==> src/cadr_defines.svh <==
// Widths assume a 32-bit microword and a 16-bit spy bus; spy numbers match the debug host
`ifndef CADR_DEFINES_SVH
`define CADR_DEFINES_SVH

//////////////////////////////////////////////////
// Datapath and memory sizes
//////////////////////////////////////////////////
`define CADR_WORD_W   32   // Data and microword width
`define CADR_UADDR_W  10   // 1024 microwords
`define CADR_AADR_W   6    // 64-word A memory
`define CADR_MADR_W   5    // 32-word M memory
`define CADR_SPY_W    16   // Spy data bus
`define CADR_EADR_W   5    // Spy register number
`define CADR_ALUF_W   3    // ALU function field

//////////////////////////////////////////////////
// Spy register numbers
//////////////////////////////////////////////////
`define SPY_DBIRL  5'd0    // Staging word, low half
`define SPY_DBIRH  5'd1    // Staging word, high half
`define SPY_WIMEM  5'd2    // Staged word to microcode store
`define SPY_WAMEM  5'd3    // Staged word to A memory
`define SPY_WMMEM  5'd4    // Staged word to M memory
`define SPY_MODE   5'd5    // Run, step, clear PC
`define SPY_OBL    5'd8    // Output bus, low half
`define SPY_OBH    5'd9    // Output bus, high half
`define SPY_PC     5'd10   // Micro PC
`define SPY_STAT   5'd11   // Bit 0 running

//////////////////////////////////////////////////
// ALU functions, all modulo 2^32
//////////////////////////////////////////////////
`define ALU_ADD   3'd0     // A + M
`define ALU_SUB   3'd1     // M - A
`define ALU_AND   3'd2
`define ALU_IOR   3'd3
`define ALU_XOR   3'd4
`define ALU_SETM  3'd5     // Pass M
`define ALU_SETA  3'd6     // Pass A
`define ALU_INC   3'd7     // A + M + 1

`endif

==> src/cadr_pkg.sv <==
// Microword layout is fixed at 32 bits; bit 31 selects the ALU or the jump view
`include "cadr_defines.svh"

package cadr_pkg;

   // One-hot cycle sequencer state
   typedef enum logic [5:0] {
      ST_RESET  = 6'b000001,
      ST_DECODE = 6'b000010,
      ST_READ   = 6'b000100,
      ST_ALU    = 6'b001000,
      ST_WRITE  = 6'b010000,
      ST_FETCH  = 6'b100000
   } seq_state_t;

   // Jump conditions
   typedef enum logic [1:0] {
      JC_ALWAYS = 2'd0,
      JC_EQ     = 2'd1,        // Taken when A equals M
      JC_NE     = 2'd2,        // Taken when A differs from M
      JC_HALT   = 2'd3         // Stop the machine, PC still advances
   } jcond_t;

   // ALU microword, kind = 0
   typedef struct packed {
      logic                    kind;
      logic [`CADR_ALUF_W-1:0] aluf;
      logic [`CADR_AADR_W-1:0] a_adr;
      logic [`CADR_MADR_W-1:0] m_adr;
      logic                    dest_a;
      logic                    dest_m;
      logic [`CADR_AADR_W-1:0] dest_adr;   // M takes the low bits
      logic [8:0]              spare;
   } uinst_alu_t;

   // Jump microword, kind = 1
   typedef struct packed {
      logic                     kind;
      jcond_t                   cond;
      logic [`CADR_AADR_W-1:0]  a_adr;
      logic [`CADR_MADR_W-1:0]  m_adr;
      logic [`CADR_UADDR_W-1:0] target;
      logic [7:0]               spare;
   } uinst_jump_t;

   // Both views of one microword
   typedef union packed {
      uinst_alu_t  alu;
      uinst_jump_t jmp;
   } uinst_u;

endpackage

==> src/cadr_upc.sv <==
// PC wraps at the control store size; clear requests must already be gated to halted time
`include "cadr_defines.svh"

module cadr_upc
   import cadr_pkg::*;
(
   input  logic                     clk,
   input  logic                     reset,
   input  seq_state_t               state,
   input  uinst_u                   ir,
   input  logic                     aeqm,       // A equals M from ALU
   input  logic                     pc_clear,   // Spy clear, halted only
   output logic [`CADR_UADDR_W-1:0] pc
);

   logic take_jump;

   //////////////////////////////////////////////////
   // Jump condition
   //////////////////////////////////////////////////
   always_comb begin
      take_jump = 1'b0;
      if (ir.jmp.kind) begin
         case (ir.jmp.cond)
            JC_ALWAYS: take_jump = 1'b1;
            JC_EQ:     take_jump = aeqm;
            JC_NE:     take_jump = !aeqm;
            default:   take_jump = 1'b0;     // Halt just moves on
         endcase
      end
   end

   // Next address is chosen in fetch
   always_ff @(posedge clk) begin
      if (reset) begin
         pc <= '0;
      end else if (pc_clear) begin
         pc <= '0;
      end else if (state == ST_FETCH) begin
         if (take_jump)
            pc <= ir.jmp.target;
         else
            pc <= pc + 1'b1;                 // Wraps at 1024
      end
   end

endmodule

==> config.mk <==
export PLATFORM = sky130hd
export DESIGN_NAME = cadr_upc
export DESIGN_NICKNAME = d
export VERILOG_FILES = /design/src/cadr_pkg.sv /design/src/cadr_upc.sv
export VERILOG_INCLUDE_DIRS = /design/src
export SDC_FILE = /design/constraint.sdc
export NUM_CORES = 1
export LEC_CHECK = 0
export ABC_AREA = 0
export BUFFER_PORTS_ARGS = -buffer_cell sky130_fd_sc_hd__buf_2
export CORE_UTILIZATION = 40
export DETAILED_ROUTE_END_ITERATION = 16
export PLACE_DENSITY = 0.74
export RECOVER_POWER = 50
export SKIP_CTS_REPAIR_TIMING = 1
export SYNTH_ARGS = -nofsm -noshare
export SYNTH_HDL_FRONTEND = slang
export SYNTH_SLANG_ARGS = --single-unit
==> constraint.sdc <==
create_clock -name clk -period 1.7 [get_ports clk]
set_input_delay 0.255 -clock clk [delete_from_list [all_inputs] [get_ports clk]]
set_output_delay 0.255 -clock clk [all_outputs]
set_load 0.005 [all_outputs]
==> impl_metrics.csv <==
group,metric,value,unit
global_route,grt_use_total,19.9,%
synthesis,ys_seq_area_share,27.1,%
die,core-area,1730,um^2
run,drv_cap,0,
layout,area_growth,24.5,%
layout,largest_reg_flops,10,
sta,timing.setup.tns,0,ps
power_and_ir_drop,power_frac_comb,17.9,%
layout,largest_register,"pc",
cts,htree_levels,1,
critical_path,endpoint_kind,"register",
routing,via_per_inst,5.72,
power_and_ir_drop,internal-power,0.357,mW
place,portBuffers,32,
sta,relSlewSlack,65.8,%
routing,vias,823,
synthesis,synth_area,739,um^2
global_route,grt_pass1_wl,2880,um
cts,clk_latency,270,ps
cts,cts_tree,"yes",
global_route,globalRouteOverflowTotal,0,
power_and_ir_drop,power.density,534,nW/um^2
critical_path,required,1900,ps
global_route,grt_max_degree,14,
routing,first_pass_iters,4,
routing,drt-wirelength-per-cell,13.3,um
sta,min_period,1540,ps
power_and_ir_drop,power.share.switching,27.5,%
layout,post-route-util,53.3,%
sta,rsz0062_at_grt,"false",
hold_path,hold_depth,3,
sta,finalCritPeriodShare,90.7,%
synthesis,synthCells,86,
die,start_util,42.8,%
routing,drt_iter0_drc,30,
layout,nets,164,
cts,cts_root_buffer,"clkbuf_4",
global_route,antenna_found_initial,0,
synthesis,synth_fp_nets,129,
routing,ant_nets,0,
critical_path,crit_fanout,5,
sta,final_hold_viol_count,0,
cts,numCtsBuffers,3,
place,placed_area,913,um^2
power_and_ir_drop,seq_power_share,47.8,%
routing,drc,0,
critical_path,worst_ep_arrival_time,1740,ps
place,routabilityCongestion,0.836,
sta,worst_pin_slew,511,ps
die,ios,52,
global_route,grt_pass1_vias,670,
sta,setup-violations-final,0,
die,die-area,2020,um^2
layout,drive_above_1_share,36.1,%
die,fp.dieH,45.0,um
die,placementRows,15,
hold_path,worstHoldPathType,"primary input to register",
power_and_ir_drop,max-vdd-ir-drop,0.230,mV
synthesis,ys.warnings.count,0,
power_and_ir_drop,power.leakage,0.353,nW
critical_path,startpoint_type,"register",
synthesis,synth-seq-cells,10,
synthesis,ys_types,41,
layout,final_common_cell,"buf_2",
place,preCtsSetupSlack,182,ps
power_and_ir_drop,total_power,0.492,mW
outcome,status,"complete, no violations",
cts,cts.path.max_buffers,2,
cts,cts.sinks,10,
layout,final_cell_mix,"buf_2, dfxtp_1, a21oi_1, nand3_1, clkbuf_1",
die,die_w,45.0,um
power_and_ir_drop,p_clk_share,34.3,%
routing,wl,1920,um
layout,fin_area,921,um^2
power_and_ir_drop,p_switching,0.135,mW
layout,reg_top3,"pc: 10 flops",
cts,clk_pin_slew_worst_paths,70,ps
synthesis,avgSynthCellArea,8.60,um^2
critical_path,timing_worst_setup_path_type,"register to register",
sta,max_freq,0.648,GHz
sta,finalClockSkew,3.47,ps
critical_path,r2r_cells,5,
place,post-dp-hpwl,1450,um
sta,fin_ws,158,ps
layout,diodes,0,
sta,final_max_slew_viol_count,0,
cell families (layout without fill, tap and decap cells):
family                     Yosys count  after routing  synth area share, %
AOI/OAI and AO/OA                   35             35                 34.0
and+or+nand+nor                     30             30                 25.7
DFF                                 10             10                 27.1
buffers and inverters                6             39                 5.41
muxes                                4              4                 6.09
adders and majority gates            1              1                 1.69
routing by layer:
layer / global-route usage (%) / wire length [um]
met4: 10.9 / 40
met5: 0 / 0
met3: 2.40 / 143
met2: 30.4 / 900
met1: 27.2 / 834
final timing paths:
kind               from     to  slack (ps)
hold reg to reg   pc[8]  pc[8]         540
setup / recovery  pc[1]  pc[8]         160
hold / removal    ir[8]  pc[0]         270
setup reg to reg  pc[1]  pc[8]         160
power groups by stage:
stage	Sequential [mW]	Clock, mW	Combinational (mW)
floorplan	0.240	0	0.0500
global placement	0.240	0	0.0882
detailed placement	0.240	0	0.0894
CTS	0.235	0.171	0.0900
global route	0.235	0.183	0.0954
finish	0.235	0.169	0.0880
metrics by stage:
stage,hold slack (ps),std cells
CTS,264,144
global route,267,144
floorplan,418,86
finish,265,144
detailed placement,528,141
global placement,517,141
area by class of cell:
type | count | area, um^2
fill | 198 | 806
multi-input combinational | 70 | 492
sequential | 10 | 200
timing repair buffer | 34 | 168
tap | 25 | 31.3
clock buffer | 3 | 22.5
inverter | 2 | 7.51
Yosys cell counts:
cell type,number,share of area [%]
nand3_1,6,4.1
or3_1,2,1.7
a311oi_1,1,1.2
o21ai_0,4,2.7
inv_1,1,0.51
buf_1,1,0.51
and2_1,1,0.85
buf_2,1,0.68
o221ai_1,1,1.2
a22oi_1,1,1.0
nand2b_1,1,0.85
or2_2,1,0.85
nor2_4,1,1.5
a211oi_2,3,5.1
nand2_2,2,1.7
o22ai_1,3,2.5
mux2_4,1,2.0
o41a_1,1,1.5
nor2b_1,1,0.85
a22o_1,1,1.2
nand4_1,1,0.85
nor4_4,1,2.9
nor2_1,2,1.0
and4_1,2,2.4
and3_1,3,2.5
inv_2,1,0.51
o21ai_1,4,2.7
buf_12,1,2.7
o2111ai_1,1,1.2
nand2_1,5,2.5
ha_1,1,1.7
clkbuf_1,1,0.51
a211oi_1,2,2.0
a21boi_0,2,2.0
o32a_1,1,1.4
a21oi_2,2,2.4
o31a_1,1,1.2
a21oi_1,7,4.7
and2_4,1,1.2
dfxtp_1,10,27
mux2i_1,3,4.1
worst max-delay path: stages (launching register included):
cell     delay [ps]
dfxtp_1         400
ha_1            230
and4_1          260
nand3_1         130
o41a_1          330
o22ai_1         130
Note: power is estimated with default switching activity, not from simulation.
