[config.mk]
export PLATFORM = sky130hd
export DESIGN_NAME = cadr_seq_fsm
export DESIGN_NICKNAME = d
export VERILOG_FILES = /design/src/cadr_pkg.sv /design/src/cadr_seq_fsm.sv
export VERILOG_INCLUDE_DIRS = /design/src
export SDC_FILE = /design/constraint.sdc
export NUM_CORES = 1
export LEC_CHECK = 0
export ABC_CLOCK_PERIOD_IN_PS = 1500
export BUFFER_PORTS_ARGS = -buffer_cell sky130_fd_sc_hd__buf_4
export CAP_MARGIN = 5
export CORE_AREA = 2 2 39 41
export CTS_CLUSTER_DIAMETER = 50
export DETAILED_ROUTE_END_ITERATION = 8
export DIE_AREA = 0 0 41 43
export PLACE_DENSITY = 0.78
export RECOVER_POWER = 100
export SETUP_SLACK_MARGIN = 0.3
export SYNTH_ARGS = -nofsm -noshare
export SYNTH_HDL_FRONTEND = slang
export SYNTH_SLANG_ARGS = --single-unit
[constraint.sdc]
create_clock -name clk -period 1.5 [get_ports clk]
set_input_delay 0.225 -clock clk [delete_from_list [all_inputs] [get_ports clk]]
set_output_delay 0.225 -clock clk [all_outputs]
set_load 0.03 [all_outputs]
[src/cadr_defines.svh]
// Widths assume a 32-bit microword and a 16-bit spy bus; spy numbers match the debug host
`ifndef CADR_DEFINES_SVH
`define CADR_DEFINES_SVH

//////////////////////////////////////////////////
// Datapath and memory sizes
//////////////////////////////////////////////////
`define CADR_WORD_W   32   // Data and microword width
`define CADR_UADDR_W  10   // 1024 microwords
`define CADR_AADR_W   6    // 64-word A memory
`define CADR_MADR_W   5    // 32-word M memory
`define CADR_SPY_W    16   // Spy data bus
`define CADR_EADR_W   5    // Spy register number
`define CADR_ALUF_W   3    // ALU function field

//////////////////////////////////////////////////
// Spy register numbers
//////////////////////////////////////////////////
`define SPY_DBIRL  5'd0    // Staging word, low half
`define SPY_DBIRH  5'd1    // Staging word, high half
`define SPY_WIMEM  5'd2    // Staged word to microcode store
`define SPY_WAMEM  5'd3    // Staged word to A memory
`define SPY_WMMEM  5'd4    // Staged word to M memory
`define SPY_MODE   5'd5    // Run, step, clear PC
`define SPY_OBL    5'd8    // Output bus, low half
`define SPY_OBH    5'd9    // Output bus, high half
`define SPY_PC     5'd10   // Micro PC
`define SPY_STAT   5'd11   // Bit 0 running

//////////////////////////////////////////////////
// ALU functions, all modulo 2^32
//////////////////////////////////////////////////
`define ALU_ADD   3'd0     // A + M
`define ALU_SUB   3'd1     // M - A
`define ALU_AND   3'd2
`define ALU_IOR   3'd3
`define ALU_XOR   3'd4
`define ALU_SETM  3'd5     // Pass M
`define ALU_SETA  3'd6     // Pass A
`define ALU_INC   3'd7     // A + M + 1

`endif

[src/cadr_pkg.sv]
// Microword layout is fixed at 32 bits; bit 31 selects the ALU or the jump view
`include "cadr_defines.svh"

package cadr_pkg;

   // One-hot cycle sequencer state
   typedef enum logic [5:0] {
      ST_RESET  = 6'b000001,
      ST_DECODE = 6'b000010,
      ST_READ   = 6'b000100,
      ST_ALU    = 6'b001000,
      ST_WRITE  = 6'b010000,
      ST_FETCH  = 6'b100000
   } seq_state_t;

   // Jump conditions
   typedef enum logic [1:0] {
      JC_ALWAYS = 2'd0,
      JC_EQ     = 2'd1,        // Taken when A equals M
      JC_NE     = 2'd2,        // Taken when A differs from M
      JC_HALT   = 2'd3         // Stop the machine, PC still advances
   } jcond_t;

   // ALU microword, kind = 0
   typedef struct packed {
      logic                    kind;
      logic [`CADR_ALUF_W-1:0] aluf;
      logic [`CADR_AADR_W-1:0] a_adr;
      logic [`CADR_MADR_W-1:0] m_adr;
      logic                    dest_a;
      logic                    dest_m;
      logic [`CADR_AADR_W-1:0] dest_adr;   // M takes the low bits
      logic [8:0]              spare;
   } uinst_alu_t;

   // Jump microword, kind = 1
   typedef struct packed {
      logic                     kind;
      jcond_t                   cond;
      logic [`CADR_AADR_W-1:0]  a_adr;
      logic [`CADR_MADR_W-1:0]  m_adr;
      logic [`CADR_UADDR_W-1:0] target;
      logic [7:0]               spare;
   } uinst_jump_t;

   // Both views of one microword
   typedef union packed {
      uinst_alu_t  alu;
      uinst_jump_t jmp;
   } uinst_u;

endpackage

[src/cadr_seq_fsm.sv]
// Steps and run requests are taken only while halted; a stop request lands at the next fetch
module cadr_seq_fsm
   import cadr_pkg::*;
(
   input  logic       clk,
   input  logic       reset,
   input  logic       run_set,     // Start free running
   input  logic       run_clear,   // Stop after current instruction
   input  logic       step,        // Run exactly one instruction
   input  uinst_u     ir,
   output seq_state_t state,
   output logic       running
);

   seq_state_t state_next;
   logic       step_pend;           // Current run is a single step
   logic       stop_req;            // Stop requested from spy
   logic       halt_jump;
   logic       run_end;

   assign halt_jump = ir.jmp.kind && (ir.jmp.cond == JC_HALT);
   assign run_end   = (state == ST_FETCH) && (halt_jump || step_pend || stop_req);

   //////////////////////////////////////////////////
   // Cycle sequence
   //////////////////////////////////////////////////
   always_comb begin
      case (state)
         ST_RESET:  state_next = ST_DECODE;
         ST_DECODE: state_next = running ? ST_READ : ST_DECODE;   // Idle here when halted
         ST_READ:   state_next = ST_ALU;
         ST_ALU:    state_next = ST_WRITE;
         ST_WRITE:  state_next = ST_FETCH;
         ST_FETCH:  state_next = ST_DECODE;
         default:   state_next = ST_RESET;                         // Recover from bad code
      endcase
   end

   //////////////////////////////////////////////////
   // Run control
   //////////////////////////////////////////////////
   always_ff @(posedge clk) begin
      if (reset) begin
         state     <= ST_RESET;
         running   <= 1'b0;
         step_pend <= 1'b0;
         stop_req  <= 1'b0;
      end else begin
         state <= state_next;
         if (run_end) begin                  // Fetch of last instruction
            running   <= 1'b0;
            step_pend <= 1'b0;
            stop_req  <= 1'b0;
         end else if (!running) begin
            if (step) begin                  // Step wins over run
               running   <= 1'b1;
               step_pend <= 1'b1;
            end else if (run_set) begin
               running <= 1'b1;
            end
         end else if (run_clear) begin
            stop_req <= 1'b1;                // Held until fetch
         end
      end
   end

endmodule

==> impl_metrics.json <==
{
  "cp.arrival_ns": 1.47,
  "pwr-share-seq_pct": 46.0,
  "num_io_pins": 44,
  "drc": 0,
  "maxSlewViolCount": 0,
  "critPathKind": "reg2reg",
  "fin_area_um2": 568.0,
  "pwr-share-comb_pct": 22.5,
  "first_pass_iters": 4,
  "cp-end-kind": "flip-flop",
  "status": "completed",
  "ys_types": 24,
  "cts-root-buf": "clkbuf_4",
  "hold_buffers": 0,
  "synth-compound-area-share_pct": 15.95,
  "path_clk_slew_ns": 0.07,
  "power_density_mw_per_mm2": 1060,
  "dieHeight_um": 43,
  "n_antenna_cell": 0,
  "clk_latency_ns": 0.26,
  "start_util_pct": 29.48,
  "ant_nets": 0,
  "cts_made_buffers": 3,
  "netSwitchingPower_mw": 0.1692,
  "syn_to_final_growth_pct": 39.26,
  "wl_met2_um": 478,
  "drt_iter0_drc": 9,
  "io_buffers": 14,
  "rsz0062_at_grt": "true",
  "synth_warnings": 0,
  "track_usage_pct": 13.65,
  "met3_length_um": 84,
  "synth_area_um2": 407.9,
  "worstMarginPinSlew_ns": 0.4129,
  "setup.worst_path.start_class": "flip-flop",
  "drive_above_1_share_pct": 35.71,
  "viasPerCell": 5.361,
  "tns_ns": 0,
  "synth_area_per_cell_um2": 10.73,
  "relSlewSlack_pct": 72.26,
  "finClkSkew_ns": 0.006180,
  "wl_per_cell_um": 13.86,
  "critPathMaxFanout": 10,
  "grt_pass1_vias": 359,
  "m1WireLength_um": 435,
  "synth_top_area_share_pct": 44.17,
  "synth-xor-area-share_pct": 6.442,
  "dieArea_mm2": 0.001763,
  "num_rows": 14,
  "tritoncts": "done",
  "cts.path.max_buffers": 2,
  "ys.flop_type": "dfxtp_1",
  "clkSinkCount": 9,
  "vias": 386,
  "p_int_mw": 0.4327,
  "place_congestion": 0.7031,
  "nFillCells": 161,
  "fin_crit_ns": 1.344,
  "synth.area.mux_share_pct": 0,
  "power.share.clock_pct": 31.5,
  "syn-num-nets": 75,
  "yosys.area_share.simple_pct": 31.29,
  "setup_violations": 0,
  "timing_hold_violations_final": 0,
  "power.share.switching_pct": 28.11,
  "synth_edf_count": 0,
  "postSynth.asyncResetShare_pct": 0,
  "cellLeakagePower_nw": 0.2233,
  "hold_path.class": "in2reg",
  "grt_max_degree": 11,
  "yosysSeqAreaShare_pct": 44.17,
  "num-nets-final": 94,
  "antenna_found_initial": 0,
  "htreeDepth": 1,
  "clock.fmax_mhz": 744.2,
  "path_cells": "or4_4 > a2bb2oi_1",
  "grt_overflow": 0,
  "synth-seq-cells": 9,
  "synth_common_cells": "9 x dfxtp_1, 3 x xnor2_1",
  "placed_area_um2": 536.8,
  "worst_path_largest_cell_delay_ns": 0.61,
  "grt_first_pass_wirelength_um": 1531,
  "synth_top_family_by_area": "simple AND/OR/NAND/NOR gates",
  "drv_cap": 0,
  "finalCritPeriodShare_pct": 89.59,
  "yosysMostFrequentCell": "dfxtp_1",
  "synth.area.top_cells": "dfxtp_1 44%, xnor2_1 6.4%, nor3b_2 6.1%",
  "crit_slowest_cell": "or4_4",
  "netlist_instances": 38,
  "coreArea_mm2": 0.001384,
  "yosys.area_share.adder_pct": 0,
  "synth_top_area_cell": "dfxtp_1",
  "wirelength_um": 998,
  "die_width_um": 41,
  "holdWs_ns": 0.1681,
  "worst_ep_required_time_ns": 1.63,
  "ir_drop_uv": 517.8,
  "top_layer": "met3"
}
[critical path, delay by kind of cell, from the launching register on]
family             cells  cell delay (ns)
AOI/OAI and AO/OA      1             0.17
DFF                    1             0.43
and+or+nand+nor        1             0.61
[final timing paths]
kind / start / end / slack (ns) / cells after the start
worst min-delay path: run_set / running$_SDFF_PP0_ / 0.17 / 2
worst max register to register: state[5]$_SDFF_PP0_ / state[0]$_SDFF_PP1_ / 0.16 / 2
worst max-delay path: state[5]$_SDFF_PP0_ / state[0]$_SDFF_PP1_ / 0.16 / 2
worst min register to register: step_pend$_SDFFE_PP0P_ / step_pend$_SDFFE_PP0P_ / 0.47 / 1
[area by class of cell]
cell class	instances	area [um^2]	share of cell area [%]
multi-input cells	27	232.7	40.97
flip-flops and latches	9	187.7	33.04
repair buffers	16	101.3	17.84
clock buffers	4	26.28	4.626
well taps	16	20.02	3.524
[cells by family (layout without fill, tap and decap cells)]
kind of cell / count (synthesis) / count (layout)
simple gates: 16 / 16
flops: 9 / 9
compound gates: 8 / 8
xor+xnor: 3 / 3
buf+inv: 2 / 20
[power by group through the flow]
stage	logic (mW)	clock network [mW]	registers [mW]
2_1_floorplan	0.0541	0	0.298
3_3_place_gp	0.113	0	0.279
3_5_place_dp	0.118	0	0.281
4_1_cts	0.133	0.201	0.272
5_1_grt	0.149	0.215	0.279
6_report	0.136	0.189	0.277
[repair_timing]
action / 4_1_cts / 5_1_grt
buffers inserted: 2 / 0
gates resized for setup: 0 / 3
setup endpoints to repair: 3 / 7
endpoints found under the hold margin: 0 / 0
pin swaps: 2 / 3
[registers in the layout, summed over array words and instances, names as in the netlist]
register / flops
stop_req: 1
state: 6
running: 1
step_pend: 1
[metrics by stage]
step	power, mW	worst slack [ns]	utilization [%]	instances
4_1_cts	0.6066	0.1673	41.77	72
3_5_place_dp	0.3984	0.1526	38.79	66
3_3_place_gp	0.3925	0.1830	38.79	66
5_1_grt	0.6441	0.06500	41.05	72
6_report	0.6019	0.1562	41.05	72
2_1_floorplan	0.3526	0.1747	-	38
[per-layer routing]
metal / vias up / global-route usage [%]
li1: 184 / -
met1: 178 / 16.40
met2: 24 / 19.06
met3: 0 / 7.853
met4: 0 / 6.000
met5: - / 0
[layout by cell type, fill, tap and decap left out]
cell	n
and3_1	1
dfxtp_4	2
a31oi_1	1
nor3_1	2
buf_4	11
nor2b_1	2
a2bb2oi_1	1
dfxtp_1	7
o21a_1	1
or2_1	1
clkbuf_1	6
xnor2_1	3
nor3b_1	2
o32a_4	1
and4b_1	1
a311o_1	1
o31a_1	1
o211ai_1	1
nand2b_4	1
nor4b_1	1
nor2_1	1
or4b_1	2
or4_4	1
clkbuf_4	3
nor3b_2	1
a21oi_1	1
Note: power is estimated with default switching activity, not from simulation.
