`src/cadr_defines.svh`:
```
// Widths assume a 32-bit microword and a 16-bit spy bus; spy numbers match the debug host
`ifndef CADR_DEFINES_SVH
`define CADR_DEFINES_SVH

//////////////////////////////////////////////////
// Datapath and memory sizes
//////////////////////////////////////////////////
`define CADR_WORD_W   32   // Data and microword width
`define CADR_UADDR_W  10   // 1024 microwords
`define CADR_AADR_W   6    // 64-word A memory
`define CADR_MADR_W   5    // 32-word M memory
`define CADR_SPY_W    16   // Spy data bus
`define CADR_EADR_W   5    // Spy register number
`define CADR_ALUF_W   3    // ALU function field

//////////////////////////////////////////////////
// Spy register numbers
//////////////////////////////////////////////////
`define SPY_DBIRL  5'd0    // Staging word, low half
`define SPY_DBIRH  5'd1    // Staging word, high half
`define SPY_WIMEM  5'd2    // Staged word to microcode store
`define SPY_WAMEM  5'd3    // Staged word to A memory
`define SPY_WMMEM  5'd4    // Staged word to M memory
`define SPY_MODE   5'd5    // Run, step, clear PC
`define SPY_OBL    5'd8    // Output bus, low half
`define SPY_OBH    5'd9    // Output bus, high half
`define SPY_PC     5'd10   // Micro PC
`define SPY_STAT   5'd11   // Bit 0 running

//////////////////////////////////////////////////
// ALU functions, all modulo 2^32
//////////////////////////////////////////////////
`define ALU_ADD   3'd0     // A + M
`define ALU_SUB   3'd1     // M - A
`define ALU_AND   3'd2
`define ALU_IOR   3'd3
`define ALU_XOR   3'd4
`define ALU_SETM  3'd5     // Pass M
`define ALU_SETA  3'd6     // Pass A
`define ALU_INC   3'd7     // A + M + 1

`endif

```
`src/cadr_pkg.sv`:
```
// Microword layout is fixed at 32 bits; bit 31 selects the ALU or the jump view
`include "cadr_defines.svh"

package cadr_pkg;

   // One-hot cycle sequencer state
   typedef enum logic [5:0] {
      ST_RESET  = 6'b000001,
      ST_DECODE = 6'b000010,
      ST_READ   = 6'b000100,
      ST_ALU    = 6'b001000,
      ST_WRITE  = 6'b010000,
      ST_FETCH  = 6'b100000
   } seq_state_t;

   // Jump conditions
   typedef enum logic [1:0] {
      JC_ALWAYS = 2'd0,
      JC_EQ     = 2'd1,        // Taken when A equals M
      JC_NE     = 2'd2,        // Taken when A differs from M
      JC_HALT   = 2'd3         // Stop the machine, PC still advances
   } jcond_t;

   // ALU microword, kind = 0
   typedef struct packed {
      logic                    kind;
      logic [`CADR_ALUF_W-1:0] aluf;
      logic [`CADR_AADR_W-1:0] a_adr;
      logic [`CADR_MADR_W-1:0] m_adr;
      logic                    dest_a;
      logic                    dest_m;
      logic [`CADR_AADR_W-1:0] dest_adr;   // M takes the low bits
      logic [8:0]              spare;
   } uinst_alu_t;

   // Jump microword, kind = 1
   typedef struct packed {
      logic                     kind;
      jcond_t                   cond;
      logic [`CADR_AADR_W-1:0]  a_adr;
      logic [`CADR_MADR_W-1:0]  m_adr;
      logic [`CADR_UADDR_W-1:0] target;
      logic [7:0]               spare;
   } uinst_jump_t;

   // Both views of one microword
   typedef union packed {
      uinst_alu_t  alu;
      uinst_jump_t jmp;
   } uinst_u;

endpackage

```
`src/cadr_alu.sv`:
```
// Result and compare are combinational from the A and M latches; only ALU words load ob
`include "cadr_defines.svh"

module cadr_alu
   import cadr_pkg::*;
(
   input  logic                    clk,
   input  logic                    reset,
   input  seq_state_t              state,
   input  uinst_u                  ir,
   input  logic [`CADR_WORD_W-1:0] a,
   input  logic [`CADR_WORD_W-1:0] m,
   output logic [`CADR_WORD_W-1:0] ob_next,   // To A/M write port
   output logic [`CADR_WORD_W-1:0] ob,        // Output bus register
   output logic                    aeqm
);

   logic load_ob;

   //////////////////////////////////////////////////
   // Function decode
   //////////////////////////////////////////////////
   always_comb begin
      case (ir.alu.aluf)
         `ALU_ADD:  ob_next = a + m;
         `ALU_SUB:  ob_next = m - a;
         `ALU_AND:  ob_next = a & m;
         `ALU_IOR:  ob_next = a | m;
         `ALU_XOR:  ob_next = a ^ m;
         `ALU_SETM: ob_next = m;
         `ALU_SETA: ob_next = a;
         `ALU_INC:  ob_next = a + m + 1'b1;   // Carry in set
         default:   ob_next = m;
      endcase
   end

   assign aeqm = (a == m);                   // Feeds jump conditions

   // Jump words leave ob alone
   assign load_ob = (state == ST_WRITE) && !ir.alu.kind;

   //////////////////////////////////////////////////
   // Output bus register
   //////////////////////////////////////////////////
   always_ff @(posedge clk) begin
      if (reset)
         ob <= '0;
      else if (load_ob)
         ob <= ob_next;
   end

endmodule

```
`config.mk`:
```
export PLATFORM = sky130hd
export DESIGN_NAME = cadr_alu
export DESIGN_NICKNAME = d
export VERILOG_FILES = /design/src/cadr_pkg.sv /design/src/cadr_alu.sv
export VERILOG_INCLUDE_DIRS = /design/src
export SDC_FILE = /design/constraint.sdc
export NUM_CORES = 1
export LEC_CHECK = 0
export ABC_AREA = 1
export BUFFER_PORTS_ARGS = -buffer_cell sky130_fd_sc_hd__buf_2
export CAP_MARGIN = 0
export CORE_ASPECT_RATIO = 1.2
export CORE_MARGIN = 4
export CORE_UTILIZATION = 55
export CTS_BUF_LIST = sky130_fd_sc_hd__clkbuf_2 sky130_fd_sc_hd__clkbuf_4 sky130_fd_sc_hd__clkbuf_8
export DETAILED_ROUTE_END_ITERATION = 8
export PLACE_DENSITY = 0.79
export SYNTH_ARGS = -nofsm -noshare
export SYNTH_HDL_FRONTEND = slang
export SYNTH_SLANG_ARGS = --single-unit
```
`constraint.sdc`:
```
create_clock -name clk -period 4.45 [get_ports clk]
set_clock_uncertainty 0.05 [all_clocks]
set_input_delay 0.89 -clock clk [delete_from_list [all_inputs] [get_ports clk]]
set_output_delay 0.89 -clock clk [all_outputs]
set_load 0.01 [all_outputs]
```
==> results.sh <==
export IMPL_max_cap_viol_count=0
export IMPL_post_place_ws_ns=-0.156
export IMPL_cts_tree="built"
export IMPL_synth_cells=1582
export IMPL_async_flop_share=0
export IMPL_p_leak_uw=0.00646
export IMPL_relSlewSlack=0.0850
export IMPL_cts_buffers=5
export IMPL_grt_first_pass_wirelength_um=56800
export IMPL_ant_nets=0
export IMPL_htreeDepth=2
export IMPL_yosys_warnings=0
export IMPL_yosysMostFrequentCell="nand2_1"
export IMPL_wl_met3_um=3470
export IMPL_cts_buffer_depth=2
export IMPL_fin_crit_sh=1.02
export IMPL_portBuffers=140
export IMPL_largest_reg_flops=32
export IMPL_maxUsedRoutingLayer="met4"
export IMPL_hold_ws_ns=0.489
export IMPL_cp_top_family="buffers and inverters"
export IMPL_cp_common_cell="buf_4"
export IMPL_vias_per_cell=5.85
export IMPL_synth_seq_cells=32
export IMPL_vdd_ir_drop_worst_mv=0.183
export IMPL_top_register="ob"
export IMPL_die_w_um=124
export IMPL_n_fill_cell=1289
export IMPL_antenna_found_initial=0
export IMPL_coreArea_um2=15600
export IMPL_dp_hpwl_um=30900
export IMPL_vias=12300
export IMPL_holdCritPathClass="reg -> reg"
export IMPL_avgRoutedWirePerCell_um=19.1
export IMPL_clock_sinks=32
export IMPL_violations="setup timing"
export IMPL_required_ns=3.51
export IMPL_fin_area_um2=12000
export IMPL_synth_flop_cell="dfxtp_1"
export IMPL_hold_buffers=0
export IMPL_ioPinCount=169
export IMPL_crit_path_max_fanout=5
export IMPL_crit_path_start_kind="input pin"
export IMPL_area_delta_synth_final_pct=36.6
export IMPL_grt_usage=0.400
export IMPL_grt_max_degree=41
export IMPL_status="finished, violations left"
export IMPL_reg_top3="ob x32"
export IMPL_slew_viol_final=0
export IMPL_final_nets=2092
export IMPL_multi_input_area_um2=7460
export IMPL_syn_nets=1784
export IMPL_period_minus_slack_ns=4.56
export IMPL_die_area_um2=18100
export IMPL_wl_met2_um=18300
export IMPL_drt_met1_wl_um=14200
export IMPL_synth_largest_area_cell="nand2_1"
export IMPL_root_buffer="clkbuf_8"
export IMPL_overflow=0
export IMPL_critPathKind="in -> out"
export IMPL_drtPass1Iterations=9
export IMPL_rows=50
export IMPL_drtIter0Drc=1333
export IMPL_timing_critical_path_buf_inv=8
export IMPL_p_per_area_nw_per_um2=191
export IMPL_cp_slowest_cell="or2_2"
export IMPL_crit_chain="buf_4 -> inv_1 -> buf_4 -> ha_1 -> a21oi_1 -> nand2_2 -> a21oi_1 -> buf_4 -> o21bai_2 -> buf_4 -> nand4_1 -> o211ai_1 -> or2_2 -> nand3_1 -> nand2_1 -> inv_1 -> nand2_1 -> nand2_2 -> inv_1 -> buf_2"
export IMPL_yosys_top_cells_area="nand2_1, ha_1, inv_1"
export IMPL_drc=0
export IMPL_rsz0062_at_grt="yes"
export IMPL_finalSetupViolations=8
export IMPL_slowest_delay_ns=0.37
export IMPL_totalWireLength_um=40200
export IMPL_gp_congestion=1.07
export IMPL_clk_latency_ns=0.29
export IMPL_netlist_top_cells_count="nand2_1, inv_1, nor2_1, o21ai_0, a21oi_1"
export IMPL_synth_edff_count=0
export IMPL_die_y_um=147
export IMPL_worst_slew_pin_slew_ns=1.37
export IMPL_syn_area_um2=8810
export IMPL_power_uw=2290
export IMPL_fin_ws_ns=-0.109
export IMPL_drive_above_1_share=0.326
export IMPL_syn_avg_cell_area_um2=5.57
export IMPL_start_util=0.563
export IMPL_grt_pass1_vias=11200
export IMPL_seqCellArea_um2=641
export IMPL_cts_reportedPaths_clkPinSlew_ns=0.07
export IMPL_dpl_cell_area_um2=11000
export IMPL_ys_types=55
export IMPL_endpoint_kind="output pin"
export IMPL_hold_viol=0
export IMPL_yosysTopAreaCellShare=0.142
export IMPL_cp_arrival_ns=3.62
export IMPL_clock_fmax_mhz=219
export IMPL_ys_seq_area_frac=0.0727
-- where the power goes --
group / internal (uW) / switching [uW] / total (uW)
Combinational: 672 / 1050 / 1720
Clock: 172 / 114 / 286
Sequential: 288 / 1.05 / 289
-- layout make-up --
| class | instances | share of cell area |
|---|---|---|
| clock inverters | 2 | 0.00291 |
| flip-flops and latches | 32 | 0.0533 |
| well taps | 208 | 0.0216 |
| repair buffers | 354 | 0.198 |
| multi-input cells | 1185 | 0.620 |
| diodes | 1 | 0.000208 |
| inverters | 312 | 0.0976 |
| clock buffers | 6 | 0.00635 |
-- final timing paths --
kind                       from                 end  slack (ns)  cells past startpoint
max                        a[1]         ob_next[25]       -0.11                     20
min          ob[6]$_SDFFE_PP0P_  ob[6]$_SDFFE_PP0P_        0.49                      2
max reg2reg  ob[9]$_SDFFE_PP0P_  ob[9]$_SDFFE_PP0P_        3.63                      2
min reg2reg  ob[6]$_SDFFE_PP0P_  ob[6]$_SDFFE_PP0P_        0.49                      2
-- through the flow --
stage,std cells,setup TNS (ns),utilization
2_1_floorplan,1582,0,-
3_3_place_gp,2073,-0.685,0.704
3_5_place_dp,2073,-1.62,0.704
4_1_cts,2085,-0.0282,0.718
5_1_grt,2099,-2.47,0.769
6_report,2100,-0.387,0.769
-- cells by family (layout without fill, tap and decap cells) --
| family | after synthesis | count (layout) | synth area share |
|---|---|---|---|
| AO/OA/AOI/OAI | 335 | 335 | 0.223 |
| XOR/XNOR | 3 | 3 | 0.00469 |
| adder cells (fa/ha/maj) | 98 | 98 | 0.141 |
| buffers and inverters | 365 | 674 | 0.163 |
| flip-flops | 32 | 32 | 0.0727 |
| other | 0 | 1 | 0 |
| AND/OR/NAND/NOR | 749 | 749 | 0.396 |
-- repair_timing --
| action | in CTS | in global routing |
|---|---|---|
| gates resized for setup | 32 | 161 |
| setup endpoints to repair | 20 | 25 |
| setup buffers | 4 | 14 |
| endpoints found under the hold margin | 0 | 0 |
| pin swaps | 7 | 57 |
-- cells in the final DEF, fill, tap and decap left out, drive strengths merged, types with 3 or more instances in the layout --
master and instances:
o2111ai 3, o211ai 6, dfxtp 32, a21oi 105, or2 5, a21boi 4, o21bai 8, nor2 186
nand4 23, a31oi 3, a221oi 4, nand3 109, buf 354, inv 309, a21o 6, o221ai 6
a211oi 6, o22ai 54, o21ai 112, xor2 3, nor3 30, clkinv 4, nor4 4, and2 9
o21a 3, clkbuf 6, nand2 379, ha 96, a2111oi 14
-- metal layers --
layer | GRT usage | up-vias
met5 | 0 | -
met4 | 0.305 | 0
met3 | 0.0566 | 295
met2 | 0.678 | 783
met1 | 0.443 | 5471
li1 | - | 5739
-- worst reg2reg max path: cells and delay by family (launching register included) --
family / cells / cell delay (ns)
AO/OA/AOI/OAI: 1 / 0.25
flip-flops: 1 / 0.33
AND/OR/NAND/NOR: 1 / 0.08
(Power assumes the default switching activity.)
