--- src/cadr_defines.svh ---
// Widths assume a 32-bit microword and a 16-bit spy bus; spy numbers match the debug host
`ifndef CADR_DEFINES_SVH
`define CADR_DEFINES_SVH

//////////////////////////////////////////////////
// Datapath and memory sizes
//////////////////////////////////////////////////
`define CADR_WORD_W   32   // Data and microword width
`define CADR_UADDR_W  10   // 1024 microwords
`define CADR_AADR_W   6    // 64-word A memory
`define CADR_MADR_W   5    // 32-word M memory
`define CADR_SPY_W    16   // Spy data bus
`define CADR_EADR_W   5    // Spy register number
`define CADR_ALUF_W   3    // ALU function field

//////////////////////////////////////////////////
// Spy register numbers
//////////////////////////////////////////////////
`define SPY_DBIRL  5'd0    // Staging word, low half
`define SPY_DBIRH  5'd1    // Staging word, high half
`define SPY_WIMEM  5'd2    // Staged word to microcode store
`define SPY_WAMEM  5'd3    // Staged word to A memory
`define SPY_WMMEM  5'd4    // Staged word to M memory
`define SPY_MODE   5'd5    // Run, step, clear PC
`define SPY_OBL    5'd8    // Output bus, low half
`define SPY_OBH    5'd9    // Output bus, high half
`define SPY_PC     5'd10   // Micro PC
`define SPY_STAT   5'd11   // Bit 0 running

//////////////////////////////////////////////////
// ALU functions, all modulo 2^32
//////////////////////////////////////////////////
`define ALU_ADD   3'd0     // A + M
`define ALU_SUB   3'd1     // M - A
`define ALU_AND   3'd2
`define ALU_IOR   3'd3
`define ALU_XOR   3'd4
`define ALU_SETM  3'd5     // Pass M
`define ALU_SETA  3'd6     // Pass A
`define ALU_INC   3'd7     // A + M + 1

`endif

--- src/cadr_pkg.sv ---
// Microword layout is fixed at 32 bits; bit 31 selects the ALU or the jump view
`include "cadr_defines.svh"

package cadr_pkg;

   // One-hot cycle sequencer state
   typedef enum logic [5:0] {
      ST_RESET  = 6'b000001,
      ST_DECODE = 6'b000010,
      ST_READ   = 6'b000100,
      ST_ALU    = 6'b001000,
      ST_WRITE  = 6'b010000,
      ST_FETCH  = 6'b100000
   } seq_state_t;

   // Jump conditions
   typedef enum logic [1:0] {
      JC_ALWAYS = 2'd0,
      JC_EQ     = 2'd1,        // Taken when A equals M
      JC_NE     = 2'd2,        // Taken when A differs from M
      JC_HALT   = 2'd3         // Stop the machine, PC still advances
   } jcond_t;

   // ALU microword, kind = 0
   typedef struct packed {
      logic                    kind;
      logic [`CADR_ALUF_W-1:0] aluf;
      logic [`CADR_AADR_W-1:0] a_adr;
      logic [`CADR_MADR_W-1:0] m_adr;
      logic                    dest_a;
      logic                    dest_m;
      logic [`CADR_AADR_W-1:0] dest_adr;   // M takes the low bits
      logic [8:0]              spare;
   } uinst_alu_t;

   // Jump microword, kind = 1
   typedef struct packed {
      logic                     kind;
      jcond_t                   cond;
      logic [`CADR_AADR_W-1:0]  a_adr;
      logic [`CADR_MADR_W-1:0]  m_adr;
      logic [`CADR_UADDR_W-1:0] target;
      logic [7:0]               spare;
   } uinst_jump_t;

   // Both views of one microword
   typedef union packed {
      uinst_alu_t  alu;
      uinst_jump_t jmp;
   } uinst_u;

endpackage

--- src/cadr_regfile.sv ---
// Spy writes and ALU writes never overlap since spy writes are only accepted while halted
`include "cadr_defines.svh"

module cadr_regfile
   import cadr_pkg::*;
(
   input  logic                     clk,
   input  seq_state_t               state,
   input  uinst_u                   ir,
   input  logic [`CADR_WORD_W-1:0]  ob_next,      // ALU result
   input  logic [`CADR_WORD_W-1:0]  stage_word,   // Spy staged word
   input  logic                     wr_amem,
   input  logic                     wr_mmem,
   input  logic [`CADR_UADDR_W-1:0] wr_addr,      // Low bits pick the word
   output logic [`CADR_WORD_W-1:0]  a,
   output logic [`CADR_WORD_W-1:0]  m
);

   localparam int A_DEPTH = 1 << `CADR_AADR_W;
   localparam int M_DEPTH = 1 << `CADR_MADR_W;

   logic [`CADR_WORD_W-1:0] amem [0:A_DEPTH-1];
   logic [`CADR_WORD_W-1:0] mmem [0:M_DEPTH-1];
   logic [`CADR_AADR_W-1:0] rd_aadr;
   logic [`CADR_MADR_W-1:0] rd_madr;
   logic                    alu_word;
   logic                    wr_a_alu;
   logic                    wr_m_alu;

   // Source fields sit at different bits in the two views
   assign alu_word = !ir.alu.kind;
   assign rd_aadr  = alu_word ? ir.alu.a_adr : ir.jmp.a_adr;
   assign rd_madr  = alu_word ? ir.alu.m_adr : ir.jmp.m_adr;
   assign wr_a_alu = (state == ST_WRITE) && alu_word && ir.alu.dest_a;
   assign wr_m_alu = (state == ST_WRITE) && alu_word && ir.alu.dest_m;

   //////////////////////////////////////////////////
   // Write ports
   //////////////////////////////////////////////////
   always_ff @(posedge clk) begin
      if (wr_a_alu)
         amem[ir.alu.dest_adr] <= ob_next;
      else if (wr_amem)
         amem[wr_addr[`CADR_AADR_W-1:0]] <= stage_word;
   end

   always_ff @(posedge clk) begin
      if (wr_m_alu)
         mmem[ir.alu.dest_adr[`CADR_MADR_W-1:0]] <= ob_next;   // Low 5 bits
      else if (wr_mmem)
         mmem[wr_addr[`CADR_MADR_W-1:0]] <= stage_word;
   end

   //////////////////////////////////////////////////
   // Read latches
   //////////////////////////////////////////////////
   always_ff @(posedge clk) begin
      if (state == ST_READ) begin
         a <= amem[rd_aadr];
         m <= mmem[rd_madr];
      end
   end

endmodule

--- config.mk ---
export PLATFORM = sky130hd
export DESIGN_NAME = cadr_regfile
export DESIGN_NICKNAME = d
export VERILOG_FILES = /design/src/cadr_pkg.sv /design/src/cadr_regfile.sv
export VERILOG_INCLUDE_DIRS = /design/src
export SDC_FILE = /design/constraint.sdc
export NUM_CORES = 2
export LEC_CHECK = 0
export BUFFER_PORTS_ARGS = -buffer_cell sky130_fd_sc_hd__buf_2
export CAP_MARGIN = 20
export CORE_ASPECT_RATIO = 0.5
export CORE_UTILIZATION = 40
export CTS_BUF_LIST = sky130_fd_sc_hd__clkbuf_4 sky130_fd_sc_hd__clkbuf_8 sky130_fd_sc_hd__clkbuf_16
export DETAILED_ROUTE_END_ITERATION = 7
export PLACE_DENSITY = 0.55
export SYNTH_ARGS = -nofsm -noshare
export SYNTH_HDL_FRONTEND = slang
export SYNTH_SLANG_ARGS = --single-unit
--- constraint.sdc ---
create_clock -name clk -period 7.35 [get_ports clk]
set_clock_uncertainty 0.15 [all_clocks]
set_input_delay 0 -clock clk [delete_from_list [all_inputs] [get_ports clk]]
set_output_delay 0 -clock clk [all_outputs]
set_load 0.02 [all_outputs]
==> flow_summary.yaml <==
logic_synthesis:
  syn_nets: 6976
  syn_avg_cell_area_um2: 20.0
  ys_types: 63
  synthFlopType: "edfxtp_1"
  ys_seq_area_share_pct: 68.7
  syn_area_mm2: 0.137
  synth.ff_latch_count: 3136
  ys_warn_count: 0
  synth_edf_count: 3136
  synthArstFlopShare_pct: 0
  postSynthCellCount: 6861
grt:
  antenna_found_initial: 29
  overflow: 0
  grt_pass1_vias: 74100
  grt_usage_pct: 22.5
  grt_pass1_wl_mm: 557
  grt_max_degree: 99
final_layout:
  multi_input_area_mm2: 0.0409
  fin_area_mm2: 0.155
  regArea_mm2: 0.0942
  final_nets: 7314
  area_growth_pct: 13.0
  utilization_pct: 45.6
  num-fill-cells: 28700
  final_cells: 12000
  drive_gt1_share_pct: 29.2
routing:
  final_antenna_net_count: 0
  dr_total_vias: 72800
  drt_iter0_drc: 7299
  drt_first_pass_iters: 5
  routed_wl_mm: 395
  drc: 0
  wl_per_cell_um: 33.1
  via_per_inst: 6.10
sta:
  fin_crit_sh_pct: 61.4
  setup_viol: 0
  fin_crit_ns: 4.51
  tightest_slew_ns: 1.28
  finalMaxSlewViolations: 0
  finalSetupTns_ns: 0
  slew_headroom_pct: 14.3
  max_freq_ghz: 0.222
  finalHoldViolations: 0
  rsz0062_at_grt: "no"
power:
  power_frac_comb_pct: 8.1
  seqPwrFrac_pct: 52.1
  p_leak_nw: 49.1
  power.total_mw: 38.6
  internal_power_mw: 29.7
  power.switching_mw: 8.84
  p_per_area_mw_per_mm2: 249
  peakVddDrop_v: 0.000181
  p_sw_share_pct: 22.9
  power_frac_clock_pct: 39.8
critical_path:
  path_common_cell: "dlygate4sd3_1"
  crit_type: "in2reg"
  path_max_fanout: 22
  r2r_start: "amem[42][30]$_DFFE_PP_"
  critPathCaptureType: "register"
  critPathLaunchType: "input pin"
  cp.arrival_ns: 4.87
  path_cells: "dlygate4sd3_1 -> buf_8 -> or3b_4 -> o31ai_4 -> mux2i_1 -> dlygate4sd3_1 -> o21ai_0 -> dlygate4sd3_1 -> buf_4 -> nor2_4 -> buf_4"
  rr_endpoint: "a[30]$_DFFE_PN_"
  cp-startpoint: "ir[31]"
  slowest_delay_ns: 0.63
  rrSetupSlack_ns: 4.28
  required_ns: 7.71
  reg2reg_depth: 5
  critPathSlowestCell: "nor2_4"
clock_tree:
  clock_latency_ns: 0.89
  cts_tree: "built"
  clk_pin_slew_worst_paths_ns: 0.06
  clk_path_buf_depth: 4
  cts_sinks: 3136
  cts_root_buf: "clkbuf_16"
  cts_buffers: 300
  cts_max_level: 5
placed_design:
  place_hpwl_mm: 215
  postPlaceCellArea_mm2: 0.144
  dp_cells: 11300
  io_buffers: 163
  place.gp.congestion: 0.807
status:
  status: "finished clean"
die:
  die_area_mm2: 0.345
  initial_core_util_pct: 40.3
  ios: 179
  die_h_um: 416
  placementRows: 151
  core_mm2: 0.340
  die_w_um: 830
worst_hold_path:
  min_path_cells: 5
  min_to: "m[30]$_DFFE_PN_"
  hold_start: "ir[17]"
  hold_path.class: "in2reg"
run:
  maxCapViolCount: 0
[state kept, by name, indices dropped and copies added (netlist names)]
register and cells:
amem 2048, mmem 1024, a 32, m 32
[repair_timing]
item / CTS / global route
gates resized for setup: 0 / 0
setup buffers: 0 / 0
hold endpoints to repair: 2621 / 0
hold buffers: 121 / 0
[Yosys cell counts, types with 8 or more instances]
| library cell | number | area (µm²) |
|---|---|---|
| edfxtp_1 | 3136 | 94200 |
| mux4_2 | 1024 | 23100 |
| mux2i_1 | 716 | 7170 |
| nand2_1 | 377 | 1420 |
| a22oi_1 | 174 | 1310 |
| o22ai_1 | 167 | 1040 |
| buf_2 | 166 | 831 |
| clkbuf_1 | 159 | 597 |
| a211oi_1 | 123 | 923 |
| o2111ai_1 | 115 | 1010 |
| buf_4 | 108 | 811 |
| mux2_2 | 102 | 1150 |
| nor2_1 | 102 | 383 |
| buf_6 | 44 | 495 |
| a32o_1 | 33 | 330 |
| a221oi_1 | 32 | 280 |
| o221ai_1 | 31 | 272 |
| and3_1 | 26 | 163 |
| and4_1 | 23 | 201 |
| buf_1 | 20 | 75.1 |
| or3_1 | 20 | 125 |
| a22o_1 | 15 | 131 |
| nor3_1 | 14 | 70.1 |
| nor4_1 | 13 | 81.3 |
| nand2b_1 | 11 | 68.8 |
| a21oi_1 | 9 | 45.0 |
| and4b_1 | 8 | 80.1 |
[critical path: cells and delay by family]
kind	cells	cell delay, ns
AOI/OAI and AO/OA	2	0.53
and+or+nand+nor	2	1.13
muxes	1	0.38
buffers and inverters	6	2.66
[power by group through the flow]
stage	registers (mW)	logic (mW)	clock network, mW
2_1_floorplan	20.5	1.96	0
3_3_place_gp	20.5	3.02	0
3_5_place_dp	20.5	3.04	0
4_1_cts	20.1	3.13	15.6
5_1_grt	20.1	3.31	16.3
6_report	20.1	3.13	15.4
[cells in the final DEF (no fill, tap or decap), drive strengths merged, types with 11 or more instances in the layout]
master,instances
and4,23
mux4,1024
o221ai,31
a211oi,123
dlygate4sd3,100
buf,435
clkinv,121
nand2,380
edfxtp,3136
a22o,15
a22oi,174
nor3,14
nor4,13
diode,15
clkbuf,375
inv,16
or3,20
a221oi,32
and3,26
o2111ai,115
o22ai,167
a32o,33
mux2i,717
nor2,102
bufinv,16
mux2,103
nand2b,11
[layout make-up]
type                            count  area share [%]
Antenna cell                       15          0.0242
Clock buffer                      374            5.32
Clock inverter                    151           0.751
Inverter                            9          0.0250
Multi-Input combinational cell   3216            26.4
Sequential cell                  3136            60.8
Tap cell                         4513            3.65
Timing Repair Buffer              536            2.99
[worst max-delay path by stage]
stage                                   endpoint  depth (start not counted)  slack [ns]
after floorplan                   a[0]$_DFFE_PN_                          2        1.26
after global placement    amem[40][10]$_DFFE_PP_                          7        2.66
after detailed placement   amem[43][8]$_DFFE_PP_                          8        2.66
after CTS                   mmem[1][4]$_DFFE_PP_                         11        2.91
after global routing        mmem[0][4]$_DFFE_PP_                         11        2.69
final                       mmem[2][6]$_DFFE_PP_                         11        2.84
[per-layer routing]
metal  GRT usage (%)  share of wire, %
met2            37.9                49
met4            4.92               2.2
met3            3.64               6.5
met1            31.0                42
met5               0            0.0068
[metrics by stage]
| step | worst slack (ns) | hold WS [ns] |
|---|---|---|
| after floorplan | 1.26 | 0.266 |
| after global placement | 2.66 | 0.303 |
| after detailed placement | 2.66 | 0.306 |
| after CTS | 2.91 | 0.00322 |
| after global routing | 2.69 | 0.0505 |
| final | 2.84 | 0.0273 |
[cells by family after synthesis]
| group | synth area share (%) |
|---|---|
| multiplexers | 22.9 |
| buffers and inverters | 2.11 |
| flip-flops | 68.7 |
| AO/OA/AOI/OAI | 4.11 |
| AND/OR/NAND/NOR | 2.16 |
No activity file was read; power rests on OpenSTA's default activity.
